$ cat src/rv_pipe_pkg.sv
package rv_pipe_pkg;

    localparam int XLEN               = 64;
    localparam int NUM_REGS           = 32;
    localparam int REG_ADDR_W         = $clog2(NUM_REGS);
    localparam int WB_SEL_W           = XLEN / 8;
    localparam int BUS_TIMEOUT_CYCLES = 16;
    localparam int BUS_CNT_W          = $clog2(BUS_TIMEOUT_CYCLES + 1);

    typedef logic [XLEN-1:0]       xlen_t;
    typedef logic [REG_ADDR_W-1:0] reg_addr_t;
    typedef logic [31:0]           instr_t;
    typedef logic [6:0]            opcode_t;
    typedef logic [2:0]            alu_op_t;
    typedef logic [WB_SEL_W-1:0]   wb_sel_t;
    typedef logic [BUS_CNT_W-1:0]  bus_count_t;

    // RV64I major opcodes
    localparam opcode_t OPC_OP     = 7'b0110011;
    localparam opcode_t OPC_OP_IMM = 7'b0010011;
    localparam opcode_t OPC_LOAD   = 7'b0000011;
    localparam opcode_t OPC_STORE  = 7'b0100011;

    localparam logic [2:0] F3_ADD_SUB = 3'b000;
    localparam logic [2:0] F3_XOR     = 3'b100;
    localparam logic [2:0] F3_OR      = 3'b110;
    localparam logic [2:0] F3_AND     = 3'b111;
    localparam logic [2:0] F3_DWORD   = 3'b011; // LD / SD width

    localparam logic [6:0] F7_BASE = 7'b0000000;
    localparam logic [6:0] F7_SUB  = 7'b0100000;

    localparam alu_op_t ALU_ADD = 3'd0;
    localparam alu_op_t ALU_SUB = 3'd1;
    localparam alu_op_t ALU_AND = 3'd2;
    localparam alu_op_t ALU_OR  = 3'd3;
    localparam alu_op_t ALU_XOR = 3'd4;

    typedef enum logic [1:0] {
        BUS_IDLE,
        BUS_WAIT,
        BUS_ERROR
    } bus_state_e;

endpackage

$ cat src/pipe_ifs.sv
`timescale 1ns/100ps

interface issue_if;
    import rv_pipe_pkg::*;

    logic      valid;
    alu_op_t   alu_op;
    xlen_t     op_a;
    xlen_t     op_b;
    reg_addr_t rd;
    logic      writes_rd;
    logic      is_load;
    logic      is_store;
    xlen_t     store_data;

    modport producer (output valid, alu_op, op_a, op_b, rd, writes_rd,
                      is_load, is_store, store_data);
    modport consumer (input valid, alu_op, op_a, op_b, rd, writes_rd,
                      is_load, is_store, store_data);
endinterface

interface memreq_if;
    import rv_pipe_pkg::*;

    logic      valid;
    logic      is_load;
    logic      is_store;
    reg_addr_t rd;
    logic      writes_rd;
    xlen_t     addr_or_result; // address for LD/SD, else ALU result
    xlen_t     store_data;

    modport producer (output valid, is_load, is_store, rd, writes_rd,
                      addr_or_result, store_data);
    modport consumer (input valid, is_load, is_store, rd, writes_rd,
                      addr_or_result, store_data);
endinterface

interface result_if;
    import rv_pipe_pkg::*;

    logic      valid;        // data usable for forwarding
    logic      pending_load; // rd will be written by a load not yet done
    reg_addr_t rd;
    xlen_t     data;

    modport producer (output valid, pending_load, rd, data);
    modport consumer (input valid, pending_load, rd, data);
endinterface

$ cat src/reg_file.sv
`timescale 1ns/100ps

module reg_file (
    input  logic                   clk,
    input  logic                   rst_n,
    input  rv_pipe_pkg::reg_addr_t rs1_addr,
    input  rv_pipe_pkg::reg_addr_t rs2_addr,
    output rv_pipe_pkg::xlen_t     rs1_data,
    output rv_pipe_pkg::xlen_t     rs2_data,
    result_if.consumer             wb
);
    import rv_pipe_pkg::*;

    xlen_t regs [NUM_REGS];

    always_ff @(posedge clk or negedge rst_n) begin
        if (!rst_n) begin
            for (int i = 0; i < NUM_REGS; i++) begin
                regs[i] <= '0;
            end
        end else if (wb.valid && (wb.rd != '0)) begin // x0 never written
            regs[wb.rd] <= wb.data;
        end
    end

    // same-cycle write is covered by the wb forward path
    assign rs1_data = regs[rs1_addr];
    assign rs2_data = regs[rs2_addr];

endmodule

$ cat src/id_stage.sv
`timescale 1ns/100ps

module id_stage (
    input  logic                clk,
    input  logic                rst_n,
    input  logic                instr_valid,
    input  rv_pipe_pkg::instr_t instr,
    output logic                instr_ready,
    input  logic                stall,
    result_if.consumer          ex_fwd,
    result_if.consumer          mem_fwd,
    result_if.consumer          wb_fwd,
    issue_if.producer           issue
);
    import rv_pipe_pkg::*;

    opcode_t    opcode;
    logic [2:0] funct3;
    logic [6:0] funct7;
    reg_addr_t  rs1;
    reg_addr_t  rs2;
    reg_addr_t  rd;
    xlen_t      imm_i;
    xlen_t      imm_s;
    xlen_t      rf_rs1;
    xlen_t      rf_rs2;
    xlen_t      rs1_val;
    xlen_t      rs2_val;
    alu_op_t    dec_alu_op;
    logic       dec_ok;
    logic       is_op;
    logic       is_op_imm;
    logic       is_load;
    logic       is_store;
    logic       uses_rs2;
    logic       hold;

    reg_file u_reg_file (
        .clk      (clk),
        .rst_n    (rst_n),
        .rs1_addr (rs1),
        .rs2_addr (rs2),
        .rs1_data (rf_rs1),
        .rs2_data (rf_rs2),
        .wb       (wb_fwd)
    );

    assign opcode = instr[6:0];
    assign rd     = instr[11:7];
    assign funct3 = instr[14:12];
    assign rs1    = instr[19:15];
    assign rs2    = instr[24:20];
    assign funct7 = instr[31:25];
    assign imm_i  = {{(XLEN-12){instr[31]}}, instr[31:20]};
    assign imm_s  = {{(XLEN-12){instr[31]}}, instr[31:25], instr[11:7]};

    assign is_op     = (opcode == OPC_OP);
    assign is_op_imm = (opcode == OPC_OP_IMM);
    assign is_load   = (opcode == OPC_LOAD);
    assign is_store  = (opcode == OPC_STORE);
    assign uses_rs2  = is_op || is_store;

    always_comb begin
        dec_alu_op = ALU_ADD; // loads and stores add base + offset
        dec_ok     = 1'b0;
        case (opcode)
            OPC_OP: begin
                dec_ok = (funct7 == F7_BASE);
                case (funct3)
                    F3_ADD_SUB: begin
                        if (funct7 == F7_SUB) begin
                            dec_alu_op = ALU_SUB;
                            dec_ok     = 1'b1;
                        end
                    end
                    F3_XOR:  dec_alu_op = ALU_XOR;
                    F3_OR:   dec_alu_op = ALU_OR;
                    F3_AND:  dec_alu_op = ALU_AND;
                    default: dec_ok = 1'b0;
                endcase
            end
            OPC_OP_IMM:          dec_ok = (funct3 == F3_ADD_SUB); // ADDI only
            OPC_LOAD, OPC_STORE: dec_ok = (funct3 == F3_DWORD);
            default:             dec_ok = 1'b0;
        endcase
    end

    // youngest writer wins: EX, then MEM, then WB, then regfile
    function automatic xlen_t fwd_operand(input reg_addr_t rs, input xlen_t rf_val);
        xlen_t val;
        if (rs == '0) begin
            val = '0;
        end else if (ex_fwd.valid && (ex_fwd.rd == rs)) begin
            val = ex_fwd.data;
        end else if (mem_fwd.valid && (mem_fwd.rd == rs)) begin
            val = mem_fwd.data;
        end else if (wb_fwd.valid && (wb_fwd.rd == rs)) begin
            val = wb_fwd.data;
        end else begin
            val = rf_val;
        end
        return val;
    endfunction

    function automatic logic load_hit(input reg_addr_t rs);
        return (rs != '0) &&
               ((ex_fwd.pending_load && (ex_fwd.rd == rs)) ||
                (mem_fwd.pending_load && (mem_fwd.rd == rs)));
    endfunction

    assign rs1_val = fwd_operand(rs1, rf_rs1);
    assign rs2_val = fwd_operand(rs2, rf_rs2);

    assign hold        = instr_valid && dec_ok && (load_hit(rs1) || (uses_rs2 && load_hit(rs2)));
    assign instr_ready = !stall && !hold;

    always_ff @(posedge clk or negedge rst_n) begin
        if (!rst_n) begin
            issue.valid <= 1'b0;
        end else if (!stall) begin
            issue.valid <= instr_valid && dec_ok && !hold; // bubble on hold
        end
    end

    always_ff @(posedge clk) begin
        if (!stall) begin
            issue.alu_op     <= dec_alu_op;
            issue.op_a       <= rs1_val;
            issue.op_b       <= is_op ? rs2_val : (is_store ? imm_s : imm_i);
            issue.rd         <= rd;
            issue.writes_rd  <= (is_op || is_op_imm || is_load) && (rd != '0);
            issue.is_load    <= is_load;
            issue.is_store   <= is_store;
            issue.store_data <= rs2_val;
        end
    end

endmodule

$ cat src/alu_stage.sv
`timescale 1ns/100ps

module alu_stage (
    input  logic       clk,
    input  logic       rst_n,
    input  logic       stall,
    issue_if.consumer  issue,
    result_if.producer ex_fwd,
    memreq_if.producer memreq
);
    import rv_pipe_pkg::*;

    xlen_t alu_res;

    always_comb begin
        case (issue.alu_op)
            ALU_ADD: alu_res = issue.op_a + issue.op_b;
            ALU_SUB: alu_res = issue.op_a - issue.op_b;
            ALU_AND: alu_res = issue.op_a & issue.op_b;
            ALU_OR:  alu_res = issue.op_a | issue.op_b;
            ALU_XOR: alu_res = issue.op_a ^ issue.op_b;
            default: alu_res = '0;
        endcase
    end

    // a load result in EX is only an address, so it is not forwarded
    assign ex_fwd.valid        = issue.valid && issue.writes_rd && !issue.is_load;
    assign ex_fwd.pending_load = issue.valid && issue.writes_rd && issue.is_load;
    assign ex_fwd.rd           = issue.rd;
    assign ex_fwd.data         = alu_res;

    always_ff @(posedge clk or negedge rst_n) begin
        if (!rst_n) begin
            memreq.valid <= 1'b0;
        end else if (!stall) begin
            memreq.valid <= issue.valid;
        end
    end

    always_ff @(posedge clk) begin
        if (!stall) begin
            memreq.is_load        <= issue.is_load;
            memreq.is_store       <= issue.is_store;
            memreq.rd             <= issue.rd;
            memreq.writes_rd      <= issue.writes_rd;
            memreq.addr_or_result <= alu_res;
            memreq.store_data     <= issue.store_data;
        end
    end

endmodule

$ cat src/mem_bus_fsm.sv
`timescale 1ns/100ps

module mem_bus_fsm (
    input  logic                 clk,
    input  logic                 rst_n,
    memreq_if.consumer           memreq,
    output logic                 wb_cyc,
    output logic                 wb_stb,
    output logic                 wb_we,
    output rv_pipe_pkg::xlen_t   wb_adr,
    output rv_pipe_pkg::wb_sel_t wb_sel,
    output rv_pipe_pkg::xlen_t   wb_dat_o,
    input  rv_pipe_pkg::xlen_t   wb_dat_i,
    input  logic                 wb_ack,
    output logic                 stall,
    output logic                 timer_run,
    input  logic                 timeout,
    output logic                 bus_error,
    result_if.producer           mem_fwd,
    result_if.producer           wb_fwd
);
    import rv_pipe_pkg::*;

    bus_state_e state;
    bus_state_e state_next;
    logic       mem_access;
    logic       acked;
    logic       aborted;

    assign mem_access = memreq.valid && (memreq.is_load || memreq.is_store);
    assign acked      = (state == BUS_WAIT) && wb_ack;
    assign aborted    = (state == BUS_WAIT) && !wb_ack && timeout; // ack wins a tie
    assign stall      = mem_access && !(acked || aborted);

    always_comb begin
        state_next = state;
        case (state)
            BUS_IDLE: begin
                if (mem_access) begin
                    state_next = BUS_WAIT;
                end
            end
            BUS_WAIT: begin
                if (acked) begin
                    state_next = BUS_IDLE;
                end else if (aborted) begin
                    state_next = BUS_ERROR;
                end
            end
            BUS_ERROR: state_next = BUS_IDLE; // one idle slot after an abort
            default:   state_next = BUS_IDLE;
        endcase
    end

    always_ff @(posedge clk or negedge rst_n) begin
        if (!rst_n) begin
            state     <= BUS_IDLE;
            bus_error <= 1'b0;
        end else begin
            state <= state_next;
            if (aborted) begin
                bus_error <= 1'b1; // sticky until reset
            end
        end
    end

    // memreq holds under stall, so adr/dat/we stay put until ack
    assign wb_cyc    = (state == BUS_WAIT);
    assign wb_stb    = wb_cyc;
    assign wb_we     = memreq.is_store;
    assign wb_adr    = memreq.addr_or_result;
    assign wb_dat_o  = memreq.store_data;
    assign wb_sel    = '1;
    assign timer_run = (state == BUS_WAIT);

    assign mem_fwd.valid        = memreq.valid && memreq.writes_rd && !memreq.is_load;
    assign mem_fwd.pending_load = memreq.valid && memreq.writes_rd && memreq.is_load;
    assign mem_fwd.rd           = memreq.rd;
    assign mem_fwd.data         = memreq.addr_or_result;

    always_ff @(posedge clk or negedge rst_n) begin
        if (!rst_n) begin
            wb_fwd.valid <= 1'b0;
        end else begin
            wb_fwd.valid <= memreq.valid && memreq.writes_rd && !stall;
        end
    end

    always_ff @(posedge clk) begin
        wb_fwd.rd <= memreq.rd;
        if (memreq.is_load) begin
            wb_fwd.data <= acked ? wb_dat_i : '0; // aborted load reads zero
        end else begin
            wb_fwd.data <= memreq.addr_or_result;
        end
    end

    assign wb_fwd.pending_load = 1'b0;

endmodule

$ cat src/bus_timer.sv
`timescale 1ns/100ps

module bus_timer (
    input  logic clk,
    input  logic rst_n,
    input  logic run,
    output logic timeout
);
    import rv_pipe_pkg::*;

    bus_count_t count;

    always_ff @(posedge clk or negedge rst_n) begin
        if (!rst_n) begin
            count <= '0;
        end else if (!run) begin
            count <= '0;
        end else if (!timeout) begin
            count <= count + 1'b1; // saturates at the limit
        end
    end

    assign timeout = run && (count == bus_count_t'(BUS_TIMEOUT_CYCLES));

endmodule

$ cat src/rv_pipe_top.sv
`timescale 1ns/100ps

module rv_pipe_top (
    input  logic                 clk,
    input  logic                 rst_n,
    input  logic                 instr_valid,
    input  rv_pipe_pkg::instr_t  instr,
    output logic                 instr_ready,
    output logic                 wb_cyc,
    output logic                 wb_stb,
    output logic                 wb_we,
    output rv_pipe_pkg::xlen_t   wb_adr,
    output rv_pipe_pkg::wb_sel_t wb_sel,
    output rv_pipe_pkg::xlen_t   wb_dat_o,
    input  rv_pipe_pkg::xlen_t   wb_dat_i,
    input  logic                 wb_ack,
    output logic                 bus_error
);

    logic stall;
    logic timer_run;
    logic timeout;

    issue_if  u_issue_if ();
    memreq_if u_memreq_if ();
    result_if u_ex_fwd ();
    result_if u_mem_fwd ();
    result_if u_wb_fwd ();

    id_stage u_id_stage (
        .clk         (clk),
        .rst_n       (rst_n),
        .instr_valid (instr_valid),
        .instr       (instr),
        .instr_ready (instr_ready),
        .stall       (stall),
        .ex_fwd      (u_ex_fwd),
        .mem_fwd     (u_mem_fwd),
        .wb_fwd      (u_wb_fwd),
        .issue       (u_issue_if)
    );

    alu_stage u_alu_stage (
        .clk    (clk),
        .rst_n  (rst_n),
        .stall  (stall),
        .issue  (u_issue_if),
        .ex_fwd (u_ex_fwd),
        .memreq (u_memreq_if)
    );

    mem_bus_fsm u_mem_bus_fsm (
        .clk       (clk),
        .rst_n     (rst_n),
        .memreq    (u_memreq_if),
        .wb_cyc    (wb_cyc),
        .wb_stb    (wb_stb),
        .wb_we     (wb_we),
        .wb_adr    (wb_adr),
        .wb_sel    (wb_sel),
        .wb_dat_o  (wb_dat_o),
        .wb_dat_i  (wb_dat_i),
        .wb_ack    (wb_ack),
        .stall     (stall),
        .timer_run (timer_run),
        .timeout   (timeout),
        .bus_error (bus_error),
        .mem_fwd   (u_mem_fwd),
        .wb_fwd    (u_wb_fwd)
    );

    bus_timer u_bus_timer (
        .clk     (clk),
        .rst_n   (rst_n),
        .run     (timer_run),
        .timeout (timeout)
    );

endmodule

$ cat config.mk
export PLATFORM = sky130hd
export DESIGN_NAME = rv_pipe_top
export DESIGN_NICKNAME = d
export VERILOG_FILES = /design/src/rv_pipe_pkg.sv /design/src/pipe_ifs.sv /design/src/reg_file.sv /design/src/id_stage.sv /design/src/alu_stage.sv /design/src/mem_bus_fsm.sv /design/src/bus_timer.sv /design/src/rv_pipe_top.sv
export SDC_FILE = /design/constraint.sdc
export NUM_CORES = 2
export LEC_CHECK = 0
export BUFFER_PORTS_ARGS = -buffer_cell sky130_fd_sc_hd__clkbuf_2
export CAP_MARGIN = 20
export CELL_PAD_IN_SITES_DETAIL_PLACEMENT = 1
export CELL_PAD_IN_SITES_GLOBAL_PLACEMENT = 2
export CORE_MARGIN = 4
export CORE_UTILIZATION = 45
export CTS_CLUSTER_DIAMETER = 200
export DETAILED_ROUTE_END_ITERATION = 10
export PLACE_DENSITY = 0.8
export SLEW_MARGIN = 20
export SYNTH_ARGS = -nofsm -noshare
export SYNTH_HDL_FRONTEND = slang
export SYNTH_SLANG_ARGS = --single-unit
$ cat constraint.sdc
create_clock -name clk -period 14.6 [get_ports clk]
set_clock_uncertainty 0.05 [all_clocks]
set_input_delay 2.92 -clock clk [delete_from_list [all_inputs] [get_ports clk]]
set_output_delay 2.92 -clock clk [all_outputs]
set_load 0.02 [all_outputs]
# Yosys cells after proc, flatten, opt, wreduce, memory -nomap -nowiden
# Cells that the tools add are included.
[classes]
n_reduce_logical = 60
addsub = 3
muxes = 32
bitwise = 6
magnitude_cmp = 4
n_eq_ne = 24
[op_table]
columns = ["operator", "n"]
rows = [
  ["2048-bit bitwise mux", 1],
  ["64-bit 2-to-1 mux", 15],
  ["64-bit binary-select mux with 5-bit select", 2],
  ["64-bit demux with 5-bit select", 1],
  ["64-bit one-hot mux with 5 select lines", 1],
  ["64-bit adder", 1],
  ["64-bit bitwise AND", 1],
  ["64-bit OR", 1],
  ["64-bit subtractor", 1],
  ["64-bit XOR", 1],
  ["1-bit logical AND", 33],
  ["5-bit equality test", 6],
  ["7-bit by 6-bit equality test with 1-bit output (second input constant)", 3],
  ["5-bit nonzero test", 4],
  ["6-bit >= comparator (second input constant)", 3],
  ["5-bit inverter with 6-bit output", 3],
  ["5-bit 2-to-1 mux", 3],
  ["3-bit equality test (second input constant)", 4],
  ["3-bit one-hot mux with 4 select lines", 1],
  ["5-bit logical NOT", 2],
  ["3-bit by 2-bit equality test with 1-bit output (second input constant)", 3],
  ["1-bit logical OR", 8],
  ["7-bit by 2-bit equality test with 1-bit output (second input constant)", 1],
  ["7-bit by 5-bit equality test with 1-bit output (second input constant)", 1],
  ["20 further kinds", 29],
]
[totals]
word_cells = 183
input_bits = 100
out_inout_bits = 141
register_bits = 2467

# Depth between registers and ports, before layout
[depth]
ltp_word = 10
ltp_mapped = 22
mapped_depth_nobuf = 21

# By module
# From an unflattened synthesis, not the netlist that was laid out.
[hier_totals]
hier_cells = 10751
hier_area_um2 = 137236.6
[modules_own_cells]
columns = ["module", "instances", "area_per_inst_um2", "cells_per_inst", "seq_area_each_um2"]
rows = [
  ["reg_file", 1, 108327.6, 7700, 51249.2],
  ["alu_stage", 1, 12837.3, 1454, 4108.9],
  ["id_stage", 1, 11730.0, 1065, 6120.9],
  ["mem_bus_fsm", 1, 4047.6, 504, 1481.4],
  ["bus_timer", 1, 294.0, 28, 125.1],
]

# Worst setup path after synthesis
# OpenSTA, ideal clock, no wires.
[synth_timing]
path_kind = "input to register"
start = "input port wb_ack"
end = "register u_alu_stage.memreq.addr_or_result[0] (netlist name), enable pin"
required_ns = 13.862
t_arrival_ns = 9.702
cell_stages = 4
setup_slack_ns = 4.160
setup_time_ns = 0.688
path_buffers = 0
cell_sequence = "nor2_1 > nor2_1 > nor2_1 > inv_1"
[synth_via]
elab_chain_cells = 6
word_cells_on_any_way = 7
classes_between = "7 x reduce/logical"
[synth_rtl]
columns = ["element", "line_no", "source"]
rows = [
  ["from (decl)", "rv_pipe_top.sv:16", "input logic wb_ack,"],
  ["1-bit logical NOT", "mem_bus_fsm.sv:32", "assign aborted = (state == BUS_WAIT) && !wb_ack && timeout;"],
  ["1-bit logical AND (2 in series)", "mem_bus_fsm.sv:32", ""],
  ["1-bit logical OR *", "mem_bus_fsm.sv:33", "assign stall = mem_access && !(acked || aborted);"],
  ["1-bit logical NOT *", "mem_bus_fsm.sv:33", ""],
  ["1-bit logical AND *", "mem_bus_fsm.sv:33", ""],
  ["to (signal assigned)", "alu_stage.sv:46", "memreq.addr_or_result <= alu_res;"],
  ["to (decl)", "pipe_ifs.sv:34", "addr_or_result, store_data);"],
]
# Every way passes the cells marked *; elsewhere a longest branch is shown, timed or not.
# A chain may end at the register's enable or synchronous reset.

# Worst setup path in the final report
[layout_timing]
start = "input port instr[20]"
end = "output port instr_ready"
[layout_via]
elab_chain_cells = 9
word_cells_on_any_way = 12
classes_between = "2 x eq/ne; 10 x reduce/logical"
[layout_rtl]
columns = ["element", "line_no", "source"]
rows = [
  ["from (decl)", "rv_pipe_top.sv:7", "input rv_pipe_pkg::instr_t instr,"],
  ["5-bit equality test (on tied branches)", "id_stage.sv:107, id_stage.sv:108", ""],
  ["1-bit logical AND (on tied branches)", "id_stage.sv:107, id_stage.sv:108", ""],
  ["1-bit logical OR", "id_stage.sv:107", "((ex_fwd.pending_load && (ex_fwd.rd == rs)) ||"],
  ["1-bit logical AND *", "id_stage.sv:106", "return (rs != '0) &&"],
  ["1-bit logical AND *", "id_stage.sv:114", "assign hold = instr_valid && dec_ok && (load_hit(rs1) || (uses_rs2 && load_hit(rs2)));"],
  ["1-bit logical OR *", "id_stage.sv:114", ""],
  ["1-bit logical AND *", "id_stage.sv:114", ""],
  ["1-bit logical NOT *", "id_stage.sv:115", "assign instr_ready = !stall && !hold;"],
  ["1-bit logical AND *", "id_stage.sv:115", ""],
  ["to (decl)", "rv_pipe_top.sv:8", "output logic instr_ready,"],
]
# Marks and branches as above.

==> metrics.yaml <==
run_status:
  status: "finished, final reports clean"
global_routing:
  grt_use_total: 0.3111
  grt_max_degree: 178
  grt_pass1_wl_um: 698900
  grt_pass1_vias: 95319
  antenna_found_initial: 31
  grt_overflow: 0
synthesis:
  synthArstFlopShare: 0.8346
  ys_seq_area_frac: 0.4696
  synth_area_um2: 134300
  synth-edff-count: 339
  netlist.area_leader.share: 0.3835
  yosys_warnings: 0
  synth_cells: 9395
  synthFlopType: "dfrtp_1"
  syn_avg_cell_area_um2: 14.30
  synth_seq_cells: 2467
  yosysTopAreaCell: "dfrtp_1"
  yosys.cell_types.count: 86
  yosys-top-cells-area: "dfrtp_1 38%, mux4_2 21%, mux2_2 17%"
min_path:
  hold_class: "flip-flop to flip-flop"
  min_path_cells: 0
  holdCritStartpoint: "u_id_stage.u_reg_file.regs[2000]"
  hold_end: "u_id_stage.u_reg_file.regs[2000]"
drt:
  drt_first_pass_iters: 6
  viasPerCell: 6.758
  antenna_left: 0
  routedWlPerCell_um: 36.35
  drc: 0
  drt_iter0_markers: 10407
  vias: 90125
  routed_wl_um: 484800
job:
  maxCapViolCount: 0
clock_network:
  path_clk_slew_ns: 0.06
  post_cts_buffers: 0
  clk_latency_ns: 0.89
  cts_root_buffer: "clkbuf_16"
  ctsHoldBuffers: 0
  cts_sinks: 2467
  tritoncts: "yes"
  clk_path_buf_depth: 4
  cts-htree-levels: 5
  cts_resized: 0
  cts_buffers: 281
finish:
  final_cell_mix: "2059 x dfrtp_1, 1991 x mux2_2, 1248 x mux4_2"
  nFillCells: 28397
  area_delta_synth_final_pct: 10.52
  layout-drive-gt1-share: 0.4525
  layout.cells.most_common: "dfrtp_1"
  instances_no_fill: 13337
  final_nets: 9472
power_and_ir_drop:
  ir_drop_mv: 0.1050
  leakage_uw: 0.06587
  powerDensity_nw_per_um2: 108.8
die:
  dieArea_um2: 307300
  initial_core_util: 0.4523
  fp.dieH_um: 554.4
  rows: 200
  die_w_um: 554.4
  ios: 241
  core_area_um2: 297000
timing:
  fin_crit_ns: 8.547
  fin_tns_setup_ns: 0
  max_slew_margin: 0.08132
  report.final.slew_viol_count: 0
  hold_violations: 0
  grt_setup_unrepaired: "false"
  fmax_ghz: 0.1170
  setup_viol: 0
  max_slew.worst_pin.slew_ns: 1.370
  period_share: 0.5854
placed_design:
  placed_cells: 12827
  io_buffers: 232
  dp_hpwl_um: 292400
  place_congestion: 0.9621
setup_path:
  worstPathRequired_ns: 11.63
  max_stage_delay_ns: 0.55
  crit_path_max_fanout: 65
  rrSetupSlack_ns: 6.71
  r2r_cells: 17
  start_kind: "primary input"
  crit_path_end_kind: "output pin"
  worstSetupPathType: "primary input to output pin"
  cp_slowest_cell: "buf_4"
  crit_path_start: "instr[20]"
  cp_data_arrival_time_ns: 5.58
  cp_num_buf_inv: 3
  critical_path.top_delay_family: "buffers and inverters"
  cp_cell_sequence: "buf_8 -> buf_4 -> xor2_1 -> nor3_1 -> nand3_1 -> o22a_1 -> o32ai_1 -> a21oi_1 -> clkbuf_2"
  worst_r2r_startpoint: "u_id_stage.issue.op_b[11]"
  r2r_end: "u_id_stage.issue.op_b[47]"
layer usage:
metal	track usage	vias to the layer above	routed length, um
met3	0.08198	927	46500
li1	-	35410	-
met4	0.1038	22	17040
met5	0	-	145
met1	0.4329	49575	200600
met2	0.4761	4191	220500
cell usage after synthesis, types with 19 or more instances:
library cell / count
a211oi_1: 180
a21o_1: 24
a21oi_1: 283
a221oi_1: 23
a22oi_1: 19
a31oi_1: 32
buf_1: 145
clkbuf_1: 790
dfrtp_1: 2059
dfxtp_1: 69
edfxtp_1: 339
ha_1: 194
inv_1: 252
mux2_2: 1991
mux2i_1: 181
mux4_2: 1248
nand2_1: 296
nand3_1: 55
nand4_1: 33
nor2_1: 365
nor3_1: 49
o211ai_1: 32
o21ai_0: 269
o31ai_1: 23
xnor2_1: 95
xor2_1: 41
power breakdown:
part / switching, uW / leakage, uW / internal (uW) / total, uW
sequential: 387 / 0.0327 / 7140 / 7530
combinational: 909 / 0.0287 / 526 / 1440
clock: 3010 / 0.00448 / 4190 / 7190
final cells by class:
class                      instances  area, um^2  area share
multi-input combinational       5717       67040      0.4515
clock buffer                     392        7989     0.05381
inverter                         252       965.9    0.006506
tap                             3939        4928     0.03319
timing repair buffer             458        3258     0.02194
sequential                      2467       63120      0.4251
antenna                           10       25.02   0.0001685
clock inverter                   102        1150    0.007744
registers in the layout, summed over array words and instances (netlist names), 2 cells and up:
register,cells
u_id_stage.issue.op_a,64
u_bus_timer.count,5
u_alu_stage.memreq.addr_or_result,64
u_mem_bus_fsm.wb_fwd.rd,5
u_id_stage.issue.rd,5
u_id_stage.issue.store_data,64
u_id_stage.issue.op_b,64
u_alu_stage.memreq.rd,5
u_id_stage.issue.alu_op,3
u_id_stage.u_reg_file.regs,2048
u_mem_bus_fsm.state,2
u_alu_stage.memreq.store_data,64
u_mem_bus_fsm.wb_fwd.data,64
through the flow:
step | worst slack (ns) | utilization | power, uW | cell area, um^2 | hold WS, ns
after floorplan | 4.160 | - | 8327 | 134400 | 0.3444
after global placement | 5.739 | 0.4682 | 8992 | 139100 | 0.3267
after detailed placement | 5.734 | 0.4683 | 9041 | 139100 | 0.3336
after CTS | 5.989 | 0.4991 | 16200 | 148200 | 0.3464
after global routing | 5.779 | 0.4998 | 16650 | 148500 | 0.3570
final | 6.053 | 0.4999 | 16150 | 148500 | 0.3412
cells by family after synthesis:
kind of cell / count (synthesis) / synth area share
other: 1 / 0.00002791
AO/OA/AOI/OAI: 1028 / 0.04830
adder cells (fa/ha/maj): 195 / 0.01822
XOR/XNOR: 136 / 0.008867
flip-flops: 2467 / 0.4696
buffers and inverters: 1218 / 0.03456
AND/OR/NAND/NOR: 930 / 0.03083
multiplexers: 3420 / 0.3896
how the worst max path moves through the flow:
stage	end	slack [ns]	cells after the start
2_1_floorplan	u_alu_stage.memreq.addr_or_result[0]	4.16	4
3_3_place_gp	u_id_stage.issue.op_a[31]	5.74	13
3_5_place_dp	u_id_stage.issue.op_a[14]	5.73	11
4_1_cts	instr_ready	5.99	9
5_1_grt	instr_ready	5.78	9
6_report	instr_ready	6.05	9
(Power assumes the default switching activity.)
